$ cat src/source/rv_settings.svh
/*
 widths, reset fetch address and memory-mapped store addresses for the core
 included by every file that sizes a bus or compares against a mapped address
*/
`ifndef RV_SETTINGS_SVH
`define RV_SETTINGS_SVH

// datapath and address widths
`define DATA_WIDTH 32
`define ADDR_WIDTH 32

// register file geometry
`define REG_SEL_WIDTH 5
`define NUM_REGS 32

// first instruction fetch after reset
`define RESET_PC 32'd128

// a store to one of these never reaches memory
`define OUT_ADDR 32'd1000000
`define HALT_ADDR 32'd1000004

`endif

$ cat src/source/rv_pkg.sv
/*
 types shared by the core modules: opcodes, funct3 codes, the instruction
 word in its RV32I formats, the execution class and the sequencer states
*/
`include "rv_settings.svh"

package rv_pkg;

    typedef enum logic [6:0] {
        LOAD   = 7'b0000011,
        OPIMM  = 7'b0010011,
        AUIPC  = 7'b0010111,
        STORE  = 7'b0100011,
        OP     = 7'b0110011,
        LUI    = 7'b0110111,
        BRANCH = 7'b1100011,
        JALR   = 7'b1100111,
        JAL    = 7'b1101111
    } opcode_e;

    // alu operations, shared by OP and OPIMM
    localparam logic [2:0] F3_ADD  = 3'b000;
    localparam logic [2:0] F3_SLL  = 3'b001;
    localparam logic [2:0] F3_SLT  = 3'b010;
    localparam logic [2:0] F3_SLTU = 3'b011;
    localparam logic [2:0] F3_XOR  = 3'b100;
    localparam logic [2:0] F3_SR   = 3'b101;
    localparam logic [2:0] F3_OR   = 3'b110;
    localparam logic [2:0] F3_AND  = 3'b111;
    // lw and sw
    localparam logic [2:0] F3_WORD = 3'b010;
    // branch conditions
    localparam logic [2:0] F3_BEQ  = 3'b000;
    localparam logic [2:0] F3_BNE  = 3'b001;
    localparam logic [2:0] F3_BLT  = 3'b100;
    localparam logic [2:0] F3_BGE  = 3'b101;
    localparam logic [2:0] F3_BLTU = 3'b110;
    localparam logic [2:0] F3_BGEU = 3'b111;

    typedef union packed {
        struct packed {
            logic [6:0] funct7;
            logic [`REG_SEL_WIDTH-1:0] rs2;
            logic [`REG_SEL_WIDTH-1:0] rs1;
            logic [2:0] funct3;
            logic [`REG_SEL_WIDTH-1:0] rd;
            opcode_e opcode;
        } r;
        struct packed {
            logic [11:0] imm;
            logic [`REG_SEL_WIDTH-1:0] rs1;
            logic [2:0] funct3;
            logic [`REG_SEL_WIDTH-1:0] rd;
            opcode_e opcode;
        } i;
        struct packed {
            logic [6:0] imm_hi;
            logic [`REG_SEL_WIDTH-1:0] rs2;
            logic [`REG_SEL_WIDTH-1:0] rs1;
            logic [2:0] funct3;
            logic [4:0] imm_lo;
            opcode_e opcode;
        } s;
        struct packed {
            logic imm12;
            logic [5:0] imm10_5;
            logic [`REG_SEL_WIDTH-1:0] rs2;
            logic [`REG_SEL_WIDTH-1:0] rs1;
            logic [2:0] funct3;
            logic [3:0] imm4_1;
            logic imm11;
            opcode_e opcode;
        } b;
        struct packed {
            logic [19:0] imm;
            logic [`REG_SEL_WIDTH-1:0] rd;
            opcode_e opcode;
        } u;
        struct packed {
            logic imm20;
            logic [9:0] imm10_1;
            logic imm11;
            logic [7:0] imm19_12;
            logic [`REG_SEL_WIDTH-1:0] rd;
            opcode_e opcode;
        } j;
    } instr_u;

    // what the sequencer has to do with the current instruction
    typedef enum logic [2:0] {
        WRITEBACK,
        JUMP_ONLY,
        MEM_LOAD,
        MEM_STORE,
        PORT_OUT,
        PORT_HALT,
        ILLEGAL
    } exec_class_e;

    typedef enum logic [2:0] {
        FETCH,
        WAIT_INSTR,
        EXECUTE,
        WAIT_DATA,
        HALTED
    } seq_state_e;

endpackage

$ cat src/source/reg_file_if.sv
/*
 register file port bundle: two read selects with their data and one write port
 exec_unit reads through it, seq_control writes, reg_file stores
*/
`include "rv_settings.svh"

interface reg_file_if;
    logic [`REG_SEL_WIDTH-1:0] rs1_sel;
    logic [`REG_SEL_WIDTH-1:0] rs2_sel;
    logic [`DATA_WIDTH-1:0] rs1_data;
    logic [`DATA_WIDTH-1:0] rs2_data;

    logic [`REG_SEL_WIDTH-1:0] wr_sel;
    logic [`DATA_WIDTH-1:0] wr_data;
    logic wr_en;

    modport reader (
        output rs1_sel,
        output rs2_sel,
        input  rs1_data,
        input  rs2_data
    );

    modport writer (
        output wr_sel,
        output wr_data,
        output wr_en
    );

    modport storage (
        input  rs1_sel,
        input  rs2_sel,
        output rs1_data,
        output rs2_data,
        input  wr_sel,
        input  wr_data,
        input  wr_en
    );
endinterface

$ cat src/source/exec_unit.sv
/*
 combinational execute stage for the latched instruction
 decodes immediates, runs the alu, resolves branches and jumps, forms the
 load/store address and tells the sequencer what the instruction needs
*/
`include "rv_settings.svh"

module exec_unit (
    input  rv_pkg::instr_u instr,
    input  logic [`ADDR_WIDTH-1:0] pc,
    output rv_pkg::exec_class_e exec_class,
    output logic [`DATA_WIDTH-1:0] result,
    output logic [`ADDR_WIDTH-1:0] next_pc,
    output logic [`ADDR_WIDTH-1:0] mem_address,
    output logic [`DATA_WIDTH-1:0] store_data,
    reg_file_if.reader rf
);
    import rv_pkg::*;

    logic [`DATA_WIDTH-1:0] imm_i, imm_s, imm_b, imm_u, imm_j;
    logic [`DATA_WIDTH-1:0] op_a, op_b, alu_out;
    logic [4:0] shamt;
    logic is_op, sub_en, alu_legal;
    logic taken, branch_legal;
    logic [`ADDR_WIDTH-1:0] pc_plus4, load_addr, store_addr;

    assign rf.rs1_sel = instr.r.rs1;
    assign rf.rs2_sel = instr.r.rs2;
    assign store_data = rf.rs2_data;

    // immediates, each taken from its own view of the word
    assign imm_i = {{20{instr.i.imm[11]}}, instr.i.imm};
    assign imm_s = {{20{instr.s.imm_hi[6]}}, instr.s.imm_hi, instr.s.imm_lo};
    assign imm_b = {{19{instr.b.imm12}}, instr.b.imm12, instr.b.imm11,
                    instr.b.imm10_5, instr.b.imm4_1, 1'b0};
    assign imm_u = {instr.u.imm, 12'b0};
    assign imm_j = {{11{instr.j.imm20}}, instr.j.imm20, instr.j.imm19_12,
                    instr.j.imm11, instr.j.imm10_1, 1'b0};

    assign is_op = instr.r.opcode == OP;
    assign op_a = rf.rs1_data;
    assign op_b = is_op ? rf.rs2_data : imm_i;
    assign shamt = op_b[4:0];
    assign sub_en = is_op && instr.r.funct7[5];

    // funct7 must be zero, except for sub, sra and srai
    assign alu_legal = (!is_op && instr.r.funct3 != F3_SLL && instr.r.funct3 != F3_SR)
                       || instr.r.funct7 == 7'h00
                       || (instr.r.funct7 == 7'h20
                           && (instr.r.funct3 == F3_SR || (is_op && instr.r.funct3 == F3_ADD)));

    always_comb begin
        alu_out = '0;
        case (instr.r.funct3)
            F3_ADD:  alu_out = sub_en ? op_a - op_b : op_a + op_b;
            F3_SLL:  alu_out = op_a << shamt;
            F3_SLT:  alu_out = {31'b0, $signed(op_a) < $signed(op_b)};
            F3_SLTU: alu_out = {31'b0, op_a < op_b};
            F3_XOR:  alu_out = op_a ^ op_b;
            F3_OR:   alu_out = op_a | op_b;
            F3_AND:  alu_out = op_a & op_b;
            F3_SR: begin
                // kept apart so the arithmetic shift stays signed
                if (instr.r.funct7[5]) begin
                    alu_out = $signed(op_a) >>> shamt;
                end else begin
                    alu_out = op_a >> shamt;
                end
            end
            default: alu_out = '0;
        endcase
    end

    always_comb begin
        taken = 1'b0;
        branch_legal = 1'b1;
        case (instr.b.funct3)
            F3_BEQ:  taken = rf.rs1_data == rf.rs2_data;
            F3_BNE:  taken = rf.rs1_data != rf.rs2_data;
            F3_BLT:  taken = $signed(rf.rs1_data) < $signed(rf.rs2_data);
            F3_BGE:  taken = $signed(rf.rs1_data) >= $signed(rf.rs2_data);
            F3_BLTU: taken = rf.rs1_data < rf.rs2_data;
            F3_BGEU: taken = rf.rs1_data >= rf.rs2_data;
            default: branch_legal = 1'b0;
        endcase
    end

    assign pc_plus4 = pc + `ADDR_WIDTH'(4);
    assign load_addr = rf.rs1_data + imm_i;
    assign store_addr = rf.rs1_data + imm_s;

    always_comb begin
        exec_class = ILLEGAL;
        result = alu_out;
        next_pc = pc_plus4;
        mem_address = load_addr;
        case (instr.r.opcode)
            OP, OPIMM: exec_class = alu_legal ? WRITEBACK : ILLEGAL;
            LUI: begin
                result = imm_u;
                exec_class = WRITEBACK;
            end
            AUIPC: begin
                result = pc + imm_u;
                exec_class = WRITEBACK;
            end
            JAL: begin
                result = pc_plus4;
                next_pc = pc + imm_j;
                exec_class = WRITEBACK;
            end
            JALR: begin
                result = pc_plus4;
                next_pc = {load_addr[`ADDR_WIDTH-1:1], 1'b0};
                exec_class = (instr.i.funct3 == 3'b000) ? WRITEBACK : ILLEGAL;
            end
            BRANCH: begin
                if (taken) begin
                    next_pc = pc + imm_b;
                end
                exec_class = branch_legal ? JUMP_ONLY : ILLEGAL;
            end
            LOAD: exec_class = (instr.i.funct3 == F3_WORD) ? MEM_LOAD : ILLEGAL;
            STORE: begin
                mem_address = store_addr;
                if (instr.s.funct3 != F3_WORD) begin
                    exec_class = ILLEGAL;
                end else if (store_addr == `OUT_ADDR) begin
                    exec_class = PORT_OUT;
                end else if (store_addr == `HALT_ADDR) begin
                    exec_class = PORT_HALT;
                end else begin
                    exec_class = MEM_STORE;
                end
            end
            default: exec_class = ILLEGAL;
        endcase
    end

endmodule

$ cat src/source/reg_file.sv
/*
 integer register file with two asynchronous reads and one clocked write
 x0 reads as zero, writes to it are dropped
*/
`include "rv_settings.svh"

module reg_file (
    input  logic clk,
    input  logic rst,
    reg_file_if.storage rf
);

    logic [`DATA_WIDTH-1:0] regs [`NUM_REGS];

    // reads see the old value during a write cycle
    assign rf.rs1_data = regs[rf.rs1_sel];
    assign rf.rs2_data = regs[rf.rs2_sel];

    always_ff @(posedge clk or negedge rst) begin
        if (!rst) begin
            for (int i = 0; i < `NUM_REGS; i++) begin
                regs[i] <= '0;
            end
        end else begin
            // x0 stays at its reset value of zero
            if (rf.wr_en && rf.wr_sel != '0) begin
                regs[rf.wr_sel] <= rf.wr_data;
            end
        end
    end

endmodule

$ cat src/source/rv_top.sv
/*
 top level of the RV32I core
 joins sequencer, execute unit and register file behind one memory
 request/ack port, the output port and the halt flag
*/
`include "rv_settings.svh"

module rv_top (
    input  logic clk,
    input  logic rst,
    input  logic [`DATA_WIDTH-1:0] mem_rd_data,
    input  logic mem_ack,
    output logic [`ADDR_WIDTH-1:0] mem_addr,
    output logic [`DATA_WIDTH-1:0] mem_wr_data,
    output logic mem_rd_req,
    output logic mem_wr_req,
    output logic [`DATA_WIDTH-1:0] out,
    output logic outen,
    output logic halt,
    output logic [`ADDR_WIDTH-1:0] pc
);
    import rv_pkg::*;

    instr_u instr;
    exec_class_e exec_class;
    logic [`DATA_WIDTH-1:0] result;
    logic [`DATA_WIDTH-1:0] store_data;
    logic [`ADDR_WIDTH-1:0] next_pc;
    logic [`ADDR_WIDTH-1:0] mem_address;

    reg_file_if rf_bus ();

    seq_control seq_control_inst (
        .clk         (clk),
        .rst         (rst),
        .mem_rd_data (mem_rd_data),
        .mem_ack     (mem_ack),
        .exec_class  (exec_class),
        .result      (result),
        .next_pc     (next_pc),
        .mem_address (mem_address),
        .store_data  (store_data),
        .instr       (instr),
        .pc          (pc),
        .mem_addr    (mem_addr),
        .mem_wr_data (mem_wr_data),
        .mem_rd_req  (mem_rd_req),
        .mem_wr_req  (mem_wr_req),
        .out         (out),
        .outen       (outen),
        .halt        (halt),
        .rf          (rf_bus.writer)
    );

    exec_unit exec_unit_inst (
        .instr       (instr),
        .pc          (pc),
        .exec_class  (exec_class),
        .result      (result),
        .next_pc     (next_pc),
        .mem_address (mem_address),
        .store_data  (store_data),
        .rf          (rf_bus.reader)
    );

    reg_file reg_file_inst (
        .clk (clk),
        .rst (rst),
        .rf  (rf_bus.storage)
    );

endmodule

$ cat src/source/seq_control.sv
/*
 sequencer of the core: fetch, execute and data access one instruction at a time
 owns the pc, the instruction register, the memory request strobes, the output
 port and halt, and decides every register write
*/
`include "rv_settings.svh"

module seq_control (
    input  logic clk,
    input  logic rst,
    input  logic [`DATA_WIDTH-1:0] mem_rd_data,
    input  logic mem_ack,
    input  rv_pkg::exec_class_e exec_class,
    input  logic [`DATA_WIDTH-1:0] result,
    input  logic [`ADDR_WIDTH-1:0] next_pc,
    input  logic [`ADDR_WIDTH-1:0] mem_address,
    input  logic [`DATA_WIDTH-1:0] store_data,
    output rv_pkg::instr_u instr,
    output logic [`ADDR_WIDTH-1:0] pc,
    output logic [`ADDR_WIDTH-1:0] mem_addr,
    output logic [`DATA_WIDTH-1:0] mem_wr_data,
    output logic mem_rd_req,
    output logic mem_wr_req,
    output logic [`DATA_WIDTH-1:0] out,
    output logic outen,
    output logic halt,
    reg_file_if.writer rf
);
    import rv_pkg::*;

    seq_state_e state, state_next;
    logic issue_rd, issue_wr, emit_out, advance_pc;
    logic [`ADDR_WIDTH-1:0] req_addr;

    // next state and the requests raised on leaving this cycle
    always_comb begin
        state_next = state;
        issue_rd = 1'b0;
        issue_wr = 1'b0;
        emit_out = 1'b0;
        advance_pc = 1'b0;
        req_addr = next_pc;
        case (state)
            FETCH: begin
                issue_rd = 1'b1;
                req_addr = pc;
                state_next = WAIT_INSTR;
            end
            WAIT_INSTR: begin
                if (mem_ack) begin
                    state_next = EXECUTE;
                end
            end
            EXECUTE: begin
                case (exec_class)
                    WRITEBACK, JUMP_ONLY, PORT_OUT: begin
                        emit_out = exec_class == PORT_OUT;
                        issue_rd = 1'b1;
                        advance_pc = 1'b1;
                        state_next = WAIT_INSTR;
                    end
                    MEM_LOAD: begin
                        issue_rd = 1'b1;
                        req_addr = mem_address;
                        state_next = WAIT_DATA;
                    end
                    MEM_STORE: begin
                        issue_wr = 1'b1;
                        req_addr = mem_address;
                        state_next = WAIT_DATA;
                    end
                    // halt store or an instruction we cannot run
                    default: state_next = HALTED;
                endcase
            end
            WAIT_DATA: begin
                // instr and pc are unchanged here, so next_pc is still pc+4
                if (mem_ack) begin
                    issue_rd = 1'b1;
                    advance_pc = 1'b1;
                    state_next = WAIT_INSTR;
                end
            end
            default: state_next = HALTED;
        endcase
    end

    always_ff @(posedge clk or negedge rst) begin
        if (!rst) begin
            state <= FETCH;
            pc <= `RESET_PC;
            mem_rd_req <= 1'b0;
            mem_wr_req <= 1'b0;
            outen <= 1'b0;
        end else begin
            state <= state_next;
            if (advance_pc) begin
                pc <= next_pc;
            end
            mem_rd_req <= issue_rd;
            mem_wr_req <= issue_wr;
            outen <= emit_out;
        end
    end

    always_ff @(posedge clk) begin
        if (issue_rd || issue_wr) begin
            mem_addr <= req_addr;
        end
        if (issue_wr) begin
            mem_wr_data <= store_data;
        end
        if (emit_out) begin
            out <= store_data;
        end
        if (state == WAIT_INSTR && mem_ack) begin
            instr <= instr_u'(mem_rd_data);
        end
    end

    assign halt = state == HALTED;

    // alu result in execute, load data when the data ack arrives
    assign rf.wr_sel = instr.r.rd;
    assign rf.wr_data = (state == WAIT_DATA) ? mem_rd_data : result;
    assign rf.wr_en = (state == EXECUTE && exec_class == WRITEBACK)
                      || (state == WAIT_DATA && mem_ack && exec_class == MEM_LOAD);

endmodule

$ cat config.mk
export PLATFORM = sky130hd
export DESIGN_NAME = rv_top
export DESIGN_NICKNAME = d
export VERILOG_FILES = /design/src/source/rv_pkg.sv /design/src/source/reg_file_if.sv /design/src/source/exec_unit.sv /design/src/source/reg_file.sv /design/src/source/rv_top.sv /design/src/source/seq_control.sv
export VERILOG_INCLUDE_DIRS = /design/src /design/src/source
export SDC_FILE = /design/constraint.sdc
export NUM_CORES = 2
export LEC_CHECK = 0
export BUFFER_PORTS_ARGS = -buffer_cell sky130_fd_sc_hd__buf_2
export CORE_ASPECT_RATIO = 0.5
export CORE_UTILIZATION = 45
export CTS_BUF_LIST = sky130_fd_sc_hd__clkbuf_8
export CTS_CLUSTER_DIAMETER = 50
export DETAILED_ROUTE_END_ITERATION = 7
export PLACE_DENSITY = 0.64
export RECOVER_POWER = 100
export SKIP_CTS_REPAIR_TIMING = 1
export SLEW_MARGIN = 10
export SYNTH_ARGS = -nofsm -noshare
export SYNTH_HDL_FRONTEND = slang
export SYNTH_SLANG_ARGS = --single-unit
$ cat constraint.sdc
create_clock -name clk -period 8.7 [get_ports clk]
set_clock_uncertainty 0.2 [all_clocks]
set_input_delay 0 -clock clk [delete_from_list [all_inputs] [get_ports clk]]
set_output_delay 0 -clock clk [all_outputs]
set_load 0.05 [all_outputs]
==> reports/qor.txt <==
DRC errors left - 0
DRT Pass-1 Iters - 6
asr flop ratio synth - 89.2%
post-route ant nets - 0
RSZ-0062 raised after global routing - false
Crit Path Class - reg -> reg
worst relative slew slack - -259%
Syn. warnings - 0
Die Wd - 597 um
final setup vio count - 0
syn nets - 7339
footprint of the multi-input gates - 0.0462 mm2
# fillers - 15468
WP data arrival - 9.20 ns
CTS root buf - clkbuf_8
IO buf count - 166
Layout area overhead - 11.6%
DR vias - 66006
Startpoint Class - flop
synth unique cells - 101
minimum clock period - 8.57 ns
P_leak - 40.2 nW
DR WL/cell - 33.2 um
Max FO, Critical Path - 70
Sink Count - 1190
largest net degree at the start of global routing - 182
cts bufs inserted - 185
fin crit share - 98.5%
Post-synth EDFFs - 128
uppermost layer routed - met5
worst path required time - 9.33 ns
total grt overflow - 0
Slew Viols, Final - 944
f_max - 117 MHz
register area share after synthesis - 38.1%
Seq. cell area - 0.0304 mm2
Die Footprint - 0.179 mm2
MaxCap Viol Count - 10
Pwr Density - 152 mW/mm2
top_reg_cell synth - dfrtp_1
Syn Std Cell Area - 0.0798 mm2
routed wire length - 323000 um
failing checks - max-capacitance violations, max-slew violations
Peak VDD IR - 0.178 mV
Yosys reg bits - 1190
Avg Inst Size Synth - 11.3 um2
Met2 Routed Length - 135000 um
die height - 300 um
DRT iter0 DRCs - 9267
wl on met1 - 130000 um
met3 wire length - 39500 um
clock latency at the later pin of the worst-skew pair - 0.96 ns
CTS max path bufs - 4
Core Rows - 108
Final Hold Fails - 0
layout cells sized above 1 - 24.0%
Post-Synthesis Cells - 7073
initial antenna violation count - 18
HP Class - in -> reg
Sum Neg Setup Slack - 0 ns
first-pass GRT wire length - 455000 um
status - finished with violations
Pwr Total - 0.0135 W
gr usage total - 35.0%
I/O Pins - 167
vias per cell - 6.78
Initial Utilization - 45.6%
H-tree Lvls - 4
Worst Setup End Kind - flop
Core Area - 0.175 mm2
clk slew on worst S/H paths - 0.07 ns
TritonCTS clock tree - built
nets - 7471
Worst-Margin Slew - 5.39 ns
vias in the first global route - 62367
final weighted congestion in routability-driven placement - 1.04
HPWL after detailed placement - 219000 um
==> cells in the mapped netlist (45+ instances only) <==
master / n / area [um2]
clkbuf_1: 363 / 1360
a22oi_1: 141 / 1060
buf_1: 58 / 218
dfrtp_1: 1061 / 26600
xor2_1: 55 / 482
nand3_1: 91 / 455
nand2_1: 409 / 1540
buf_4: 70 / 526
buf_2: 120 / 601
o21ai_0: 265 / 1330
mux2_1: 317 / 3570
a21o_1: 52 / 390
ha_1: 224 / 2800
o22ai_1: 168 / 1050
mux4_2: 346 / 7790
nand4_1: 76 / 475
a31oi_1: 45 / 282
nor3_1: 62 / 310
mux2_2: 646 / 7270
o211ai_1: 48 / 360
nor2_1: 305 / 1140
a21oi_1: 343 / 1720
xnor2_1: 138 / 1210
edfxtp_1: 128 / 3840
inv_1: 190 / 713
nor4_1: 52 / 325
mux2i_1: 651 / 6520
==> cells by family (layout without fill, tap and decap cells) <==
family	count (synthesis)	in the layout	synth area share [%]
muxes	1992	1992	32.1
AOI/OAI and AO/OA	1428	1428	11.6
and+or+nand+nor	1207	1208	7.76
DFF	1190	1190	38.1
buffers and inverters	832	1107	4.57
adders and majority gates	231	231	3.69
xor gates and xnor gates	193	193	2.12
other	0	15	0
==> worst paths after layout <==
kind | startpoint | end | slack [ns] | depth (start not counted)
setup / recovery | seq_control_inst.instr[21] | reg_file_inst.regs[286] | 0.13 | 21
setup reg to reg | seq_control_inst.instr[21] | reg_file_inst.regs[286] | 0.13 | 21
hold reg to reg | reg_file_inst.regs[1014] | reg_file_inst.regs[1014] | 0.20 | 0
hold / removal | mem_ack | seq_control_inst.state[1] | 0.001 | 5
min in group asynchronous | rst | reg_file_inst.regs[616] | 1.79 | 4
max in group asynchronous | rst | seq_control_inst.pc[18] | 1.20 | 5
==> critical path, stage by stage (launching register included) <==
cell	delay, ns
edfxtp_1	0.55
buf_12	0.23
buf_12	0.40
mux4_2	0.40
mux4_2	0.46
mux2i_1	0.52
inv_1	0.30
a21boi_0	0.42
ha_1	0.32
inv_1	0.13
a21oi_1	0.20
a32oi_1	0.23
a211oi_1	0.58
o2111ai_1	0.39
a21boi_0	0.38
nand2b_1	0.15
nor3b_1	0.66
xnor2_1	0.14
a31oi_1	0.44
o21ai_0	0.34
o221a_2	0.55
mux2_1	0.38
==> registers in the layout (all words and copies together), names as in the netlist <==
signal / cells
seq_control_inst.outen: 1
reg_file_inst.regs: 1024
seq_control_inst.mem_rd_req: 1
seq_control_inst.mem_addr: 32
seq_control_inst.state: 3
seq_control_inst.mem_wr_req: 1
seq_control_inst.mem_wr_data: 32
seq_control_inst.pc: 32
seq_control_inst.instr: 32
seq_control_inst.out: 32
==> metal layers <==
metal	vias up	track usage, %
met1	33554	48.7
met2	4455	49.9
met5	-	0
li1	27047	-
met4	16	17.5
met3	934	10.1
==> per-stage QoR <==
step                instance area, um2  hold WS [ns]  worst slack [ns]  utilization (%)  instances
finish                           89000       0.00131             0.127             51.0       9729
global placement                 84600       -0.0792             0.351             48.4       9299
detailed placement               84600       -0.0857             0.353             48.4       9299
CTS                              88500         -1.10             0.377             50.7       9630
global route                     89000        0.0298            0.0674             50.9       9716
floorplan                        79800        -0.496             0.824                -       7073
==> where the power goes <==
group / internal [W] / switching [W] / leakage (nW)
combinational: 0.000743 / 0.00188 / 22.3
sequential: 0.00575 / 0.000110 / 15.7
clock: 0.00264 / 0.00243 / 2.18
total: 0.00913 / 0.00441 / 40.2
==> area by class of cell <==
type                       instances  share of cell area (%)
antenna                           15                  0.0422
clock buffer                     241                    3.73
clock inverter                    90                   0.639
inverter                         207                   0.873
multi-input combinational       5052                    51.8
sequential                      1190                    34.2
tap                             2365                    3.32
timing repair buffer             569                    5.39
==> placed cells by master (no fill, tap or decap), drive strengths merged, types with 16 or more instances in the layout <==
cell type       n
a2111oi        16
and2           17
mux2          992
clkinv         34
clkbuf        430
a21boi         17
and3           25
o22ai         168
nor2b          34
nor2          306
xor2           55
a211oi         38
a31oi          45
nand3          91
nand2b         24
nor3           62
xnor2         138
nand4          76
dlygate4sd3    68
nand2         409
o211ai         48
inv           253
edfxtp        128
o21ai         287
ha            224
a221oi         35
nor4           83
o21bai         28
a21o           52
a22oi         141
a21oi         344
buf           312
mux4          346
o221ai         31
dfrtp        1061
mux2i         654
o21a           27
Power figures use the tool's default switching activity.
